==> config.mk <==
export PLATFORM = sky130hd
export DESIGN_NAME = apb_host_port
export DESIGN_NICKNAME = d
export VERILOG_FILES = /design/src/logic/cpu_pkg.sv /design/src/logic/apb_host_port.sv
export VERILOG_INCLUDE_DIRS = /design/src /design/src/logic
export SDC_FILE = /design/constraint.sdc
export NUM_CORES = 1
export LEC_CHECK = 0
export BUFFER_PORTS_ARGS = -buffer_cell sky130_fd_sc_hd__buf_2
export CAP_MARGIN = 10
export CORE_MARGIN = 2
export CORE_UTILIZATION = 38
export DETAILED_ROUTE_END_ITERATION = 16
export GPL_ROUTABILITY_DRIVEN = 0
export PLACE_DENSITY = 0.81
export SYNTH_ARGS = -nofsm -noshare
export SYNTH_HDL_FRONTEND = slang
export SYNTH_SLANG_ARGS = --single-unit
==> constraint.sdc <==
create_clock -name i_clk -period 1.7 [get_ports i_clk]
set_clock_uncertainty 0.2 [all_clocks]
set_input_delay 0.085 -clock i_clk [delete_from_list [all_inputs] [get_ports i_clk]]
set_output_delay 0.085 -clock i_clk [all_outputs]
set_load 0.02 [all_outputs]
==> src/logic/cpu_macros.svh <==
`ifndef CPU_MACROS_SVH
`define CPU_MACROS_SVH

// Data path width
`define CPU_DATA_W 32

// Memory sizes in words
`define CPU_IMEM_DEPTH 256
`define CPU_DMEM_DEPTH 256

// APB byte offsets of the control registers
`define CPU_REG_CTRL   12'h400
`define CPU_REG_STATUS 12'h404
`define CPU_REG_OUT    12'h408

`endif

==> src/logic/cpu_pkg.sv <==
`default_nettype none

`include "cpu_macros.svh"

package cpu_pkg;

	typedef logic [`CPU_DATA_W-1:0] word_t;

	typedef enum logic [5:0] {
		OP_RTYPE = 6'd0,  OP_ADDI = 6'd1,  OP_SUBI = 6'd2,  OP_MULI = 6'd3,
		OP_DIVI  = 6'd4,  OP_MODI = 6'd5,  OP_ANDI = 6'd6,  OP_ORI  = 6'd7,
		OP_XORI  = 6'd8,  OP_NOT  = 6'd9,  OP_LANDI = 6'd10, OP_LORI = 6'd11,
		OP_SLLI  = 6'd12, OP_SRLI = 6'd13, OP_MOV  = 6'd14, OP_LW   = 6'd15,
		OP_LI    = 6'd16, OP_SW   = 6'd18, OP_OUT  = 6'd20, OP_JF   = 6'd21,
		OP_J     = 6'd22, OP_JAL  = 6'd23, OP_HALT = 6'd24
	} opcode_t;

	typedef enum logic [5:0] {
		FN_ADD = 6'd0,  FN_SUB = 6'd1,  FN_MUL = 6'd2,  FN_DIV  = 6'd3,
		FN_MOD = 6'd4,  FN_AND = 6'd5,  FN_OR  = 6'd6,  FN_XOR  = 6'd7,
		FN_LAND = 6'd8, FN_LOR = 6'd9,  FN_SLL = 6'd10, FN_SRL  = 6'd11,
		FN_EQ  = 6'd12, FN_NE  = 6'd13, FN_LT  = 6'd14, FN_LE   = 6'd15,
		FN_GT  = 6'd16, FN_GE  = 6'd17, FN_JR  = 6'd18
	} func_t;

	// Immediate overlays [15:0], jump target overlays [25:0]
	typedef struct packed {
		opcode_t    op;
		logic [4:0] rs;
		logic [4:0] rt;
		logic [4:0] rd;
		logic [4:0] shamt;  // Not used, shifts take rt or the immediate
		func_t      func;
	} instr_t;

	typedef enum logic [4:0] {
		ALU_ADD, ALU_SUB, ALU_MUL, ALU_DIV, ALU_MOD,
		ALU_AND, ALU_OR, ALU_XOR, ALU_LAND, ALU_LOR, ALU_NOT,
		ALU_SLL, ALU_SRL,
		ALU_EQ, ALU_NE, ALU_LT, ALU_LE, ALU_GT, ALU_GE,
		ALU_PASS_B
	} alu_op_t;

	typedef enum logic [1:0] {PC_NEXT, PC_BRANCH, PC_REGISTER, PC_JUMP} pc_src_t;

	typedef enum logic [1:0] {WB_ALU, WB_MEMORY, WB_LINK} wb_src_t;

	typedef struct packed {
		logic    reg_write;
		logic    mem_write;
		logic    alu_src_reg;  // ALU operand b from rt instead of the immediate
		logic    rt_dest;
		logic    link;         // Destination is r31
		logic    out_write;
		logic    halt;
		logic    illegal;
		pc_src_t pc_src;
		wb_src_t wb_src;
		alu_op_t alu_op;
	} ctrl_t;

	typedef struct packed {
		logic  valid;
		word_t data;
	} out_t;

	typedef struct packed {
		logic        psel;
		logic        penable;
		logic        pwrite;
		logic [11:0] paddr;
		word_t       pwdata;
	} apb_req_t;

	typedef struct packed {
		logic  pready;
		logic  pslverr;
		word_t prdata;
	} apb_rsp_t;

	typedef struct packed {
		logic       en;
		logic [7:0] index;
		instr_t     instr;
	} imem_wr_t;

endpackage

`default_nettype wire

==> src/logic/apb_host_port.sv <==
`default_nettype none

`include "cpu_macros.svh"

module apb_host_port (
	input  logic               i_clk,
	input  logic               i_reset,
	input  cpu_pkg::apb_req_t  i_apb,
	output cpu_pkg::apb_rsp_t  o_apb,
	output cpu_pkg::imem_wr_t  o_imem_wr,
	output logic               o_start,
	input  logic               i_running,
	input  logic               i_halted,
	input  logic               i_fault,
	input  cpu_pkg::out_t      i_out
);
	import cpu_pkg::*;

	logic  access;
	logic  wr;
	logic  is_imem;
	logic  is_ctrl;
	logic  is_status;
	logic  is_out;
	logic  err;
	logic  start_q;
	word_t last_out;

	assign access = i_apb.psel & i_apb.penable;
	assign wr = access & i_apb.pwrite;

	// Instruction words at 0x000 to 0x3FC, write only
	assign is_imem = (i_apb.paddr[11:10] == 2'b00) && (i_apb.paddr[1:0] == 2'b00);
	assign is_ctrl = (i_apb.paddr == `CPU_REG_CTRL);
	assign is_status = (i_apb.paddr == `CPU_REG_STATUS);
	assign is_out = (i_apb.paddr == `CPU_REG_OUT);

	always_comb begin
		if (i_apb.pwrite)
			err = !(is_imem || is_ctrl)  // Status and out are read only
				|| (is_imem && i_running)
				|| (is_ctrl && i_apb.pwdata[0] && i_running);
		else
			err = !(is_ctrl || is_status || is_out);
	end

	always_comb begin
		o_apb.pready = access;  // No wait states
		o_apb.pslverr = access & err;
		if (is_status)
			o_apb.prdata = word_t'({i_fault, i_halted, i_running});
		else if (is_out)
			o_apb.prdata = last_out;
		else
			o_apb.prdata = '0;
	end

	assign o_imem_wr.en = wr & is_imem & ~i_running;
	assign o_imem_wr.index = i_apb.paddr[9:2];
	assign o_imem_wr.instr = instr_t'(i_apb.pwdata);

	always_ff @(posedge i_clk) begin
		if (i_reset)
			start_q <= 1'b0;
		else
			start_q <= wr & is_ctrl & i_apb.pwdata[0] & ~i_running;
	end

	always_ff @(posedge i_clk) begin
		if (i_reset)
			last_out <= '0;
		else if (i_out.valid)
			last_out <= i_out.data;
	end

	assign o_start = start_q;

	a_apb_stable: assert property (@(posedge i_clk) disable iff (i_reset)
		(i_apb.psel && !i_apb.penable) |=> (i_apb.psel && i_apb.penable
			&& $stable(i_apb.paddr) && $stable(i_apb.pwrite) && $stable(i_apb.pwdata)))
		else $error("APB request changed between setup and access");

endmodule

`default_nettype wire

---- Word level (Yosys, flattened, before mapping) ----
Index checks and enable logic that the tools add are counted.
W data, S select, Z words.
word-level totals
  input port bits ......................... 85
  output and inout bits ................... 76
  register bits after elaboration ......... 33
operators by class
  bitwise operators ....................... 9
  mux-type cells .......................... 3
  reduce and logical (&&, ||, !) cells .... 13
  equality and inequality tests ........... 3
operators by type and width
  kind                    count
  $mux W32                2
  $eq A12 B11 Y1 const B  3
  $and A1 B1 Y1           8
  $logic_or A1 B1 Y1      5
  $logic_and A1 B1 Y1     4
  $logic_not A2 Y1        2
  $logic_not A1 Y1        2
  $mux W1                 1
  $not A1 Y1              1

---- Depth between registers and ports, before layout ----
  depth in word-level cells ............... 8
  mapped depth ............................ 6
  mapped depth without buffers ............ 4

---- Worst setup path after synthesis ----
No wires, ideal clock.
  path type ............................... in2out
  from .................................... in i_apb[41] in the netlist's numbering
  to ...................................... out o_apb[21] in the netlist's numbering
  data required time ...................... 1.415 ns
  buffers on the path ..................... 2
  setup slack ............................. 0.337 ns
  stages .................................. 6
  arrival time ............................ 1.078 ns
  cell sequence ........................... nor4b_2 > nand3_2 > nor2b_4 > buf_6 > buf_8 > and2_2
RTL lines
  what             line                source
  start, declared  apb_host_port.sv:8  input cpu_pkg::apb_req_t i_apb,
  end, declared    apb_host_port.sv:9  output cpu_pkg::apb_rsp_t o_apb,

==> flow_metrics.tcl <==
set metrics [dict create \
    die_w_um 73.9 \
    pwr-share-seq_pct 43.4 \
    cts_tree "done" \
    drive_above_1_share_pct 40.6 \
    cts_sinks 33 \
    grt_pass1_vias 1652 \
    required_ns 1.41 \
    synth_compound_area_share_pct 2.63 \
    worstPathMaxFanout 3 \
    layout_setup_ws_ns 0.0626 \
    yosysWarnings 0 \
    fp-row-count 25 \
    hold_class "input port to flop" \
    cts-root-buf "clkbuf_8" \
    ys_top_cells_by_count "41 x buf_4, 37 x nor2_1, 33 x dfxtp_1, 32 x mux2i_1, 19 x and2_2" \
    n_antenna_cell 0 \
    synth_area_um2 1850 \
    track_usage_pct 17.4 \
    synth.area.mux_share_pct 17.3 \
    drt-vias-per-instance 4.42 \
    cts_buffers 5 \
    drv_slew 0 \
    async_reset_ff_share_pct 0 \
    hold_violations 0 \
    start_util_pct 39.3 \
    p_clk_share_pct 35.6 \
    multi_input_area_um2 821 \
    leakage_nw 1.47 \
    clk_pin_slew_worst_paths_ns 0.07 \
    worstMarginPinSlew_ns 0.492 \
    wl_mm 4.89 \
    io_buffers 98 \
    syn-mean-instance-area_um2 9.09 \
    critPathLaunchType "input port" \
    post_drt_wl_per_cell_um 12.3 \
    regArea_um2 661 \
    area_delta_synth_final_pct 57.2 \
    slew_headroom_pct 67.2 \
    ctsHtreeMaxLevel 2 \
    synthXorXnorAreaFrac_pct 0 \
    grt_remaining_overflow 0 \
    status "finished, final reports clean" \
    switching_share_pct 24.3 \
    stdcell_count 397 \
    synth.top_cell.area_share_pct 35.6 \
    ir_worst_vdd_mv 0.509 \
    p_switching_mw 0.469 \
    n_fill_cell 392 \
    synth_edf_count 0 \
    slowest_delay_ns 0.53 \
    rsz0062_at_grt "no" \
    setup_viol 0 \
    p_total_mw 1.93 \
    synthAdderAreaFrac_pct 0 \
    die_area_um2 5450 \
    max_cap_violations 0 \
    critPathArrivalTime_ns 1.35 \
    antenna_found_initial 0 \
    synthCells 204 \
    cp-end-kind "output pin" \
    coreArea_um2 4720 \
    drt_pass1_iterations 4 \
    ant_nets 0 \
    synth-main-ff-cell "dfxtp_1" \
    grt_max_degree 33 \
    worstPathCellList "dlygate4sd3_1 -> buf_2 -> o21ai_1 -> a21oi_1 -> o221a_2 -> buf_4" \
    place_hpwl_mm 2.85 \
    synth_top_family_by_area "simple AND/OR/NAND/NOR gates" \
    drtIter0Drc 19 \
    max_freq_mhz 611 \
    comb_power_share_pct 21.0 \
    post-cts-setup-buffers 0 \
    pre_cts_ws_ns 0.130 \
    synth_top_area_cell "dfxtp_1" \
    grt_pass1_wl_mm 7.34 \
    synth.distinct_cells 25 \
    netlist_top_cells_area "dfxtp_1 36%, mux2i_1 17%, buf_4 17%, and2_2 7.7%, nor2_1 7.5%" \
    pin_count 161 \
    clk_latency_ns 0.28 \
    drc 0 \
    syn_nets 289 \
    slowest_stage "dlygate4sd3_1" \
    vias 1755 \
    die_y_um 73.9 \
    dp.cells 323 \
    synth.most_common_cell "buf_4" \
    synth_seq_cells 33 \
    finalSetupTns_ns 0 \
    yosys.area_share.simple_pct 24.4 \
    power.internal_mw 1.46 \
    p_per_area_nw_per_um2 662 \
    ys_seq_area_share_pct 35.6 \
    fin_crit_sh_pct 96.3 \
    clk_path_buf_depth 2 \
    min_period_ns 1.64 \
    layout.nets 415 \
    criticalPathCategory "input port to output pin" \
]
[placed cells by master (no fill, tap or decap)]
master / n
dfxtp_1: 33
bufinv_16: 1
and2_2: 19
mux2i_1: 32
nor2b_1: 2
nand3b_1: 2
clkbuf_8: 5
a21oi_1: 2
dlygate4sd3_1: 67
nor4_1: 1
or2b_1: 1
nand2b_1: 1
o21ai_1: 1
a22oi_1: 3
o221a_2: 1
nor2_1: 37
nor4b_2: 1
and2_1: 11
buf_12: 3
nor2b_4: 1
nor3_1: 3
buf_4: 4
clkinv_2: 1
nand3_2: 1
buf_2: 97
[path summary, 6_finish.rpt]
check                       startpoint                        end  slack (ns)  cells after the start
max                           i_apb[0]                  o_apb[32]        0.06                      6
min                            i_reset  last_out[15]$_SDFFE_PP0P_        0.05                      2
max reg2reg  last_out[26]$_SDFFE_PP0P_  last_out[26]$_SDFFE_PP0P_        0.84                      2
min reg2reg  last_out[29]$_SDFFE_PP0P_  last_out[29]$_SDFFE_PP0P_        0.29                      2
[through the flow]
stage,area (µm²),hold slack (ns),util [%]
2_1_floorplan,1850,0.0308,-
4_1_cts,2910,0.0509,61.7
3_5_place_dp,2140,-0.0299,45.3
6_report,2920,0.0506,61.7
5_1_grt,2920,0.0678,61.7
3_3_place_gp,2140,-0.0299,45.3
[critical path, delay by kind of cell]
family | cells | cell delay (ns)
AO/OA/AOI/OAI | 3 | 0.45
buffers and inverters | 3 | 0.81
[logic make-up (layout without fill, tap and decap cells)]
family	after synthesis	count (layout)
buffers and inverters	52	178
multiplexers	32	32
AND/OR/NAND/NOR	80	80
AO/OA/AOI/OAI	7	7
flip-flops	33	33
[per-layer routing]
metal	global-route usage [%]	wire [µm]	vias up
met3	4.94	325	4
met2	33.3	2620	85
met5	0	0	-
li1	-	-	867
met4	5.45	29	0
met1	17.9	1920	799
[state kept, by name, indices dropped and copies added (netlist names)]
register	flops
o_start	1
last_out	32
[repair_timing]
item,CTS,global route
endpoints found under the hold margin,64,0
endpoints found under the setup margin,0,1
hold buffers,67,0
resized for setup,0,2
[area by class of cell]
class / count / share of cell area (%)
repair buffers: 171 / 42.7
clock buffers: 5 / 2.36
flip-flops and latches: 33 / 22.7
clock inverters: 2 / 1.20
well taps: 67 / 2.88
multi-input cells: 119 / 28.2
[power by group through the flow]
stage / sequential (mW) / combinational, mW / clock, mW
3_5_place_dp: 0.855 / 0.229 / 0
4_1_cts: 0.838 / 0.401 / 0.717
2_1_floorplan: 0.849 / 0.253 / 0
6_report: 0.838 / 0.406 / 0.687
3_3_place_gp: 0.853 / 0.223 / 0
5_1_grt: 0.843 / 0.438 / 0.750
Note: power is estimated with default switching activity, not from simulation.
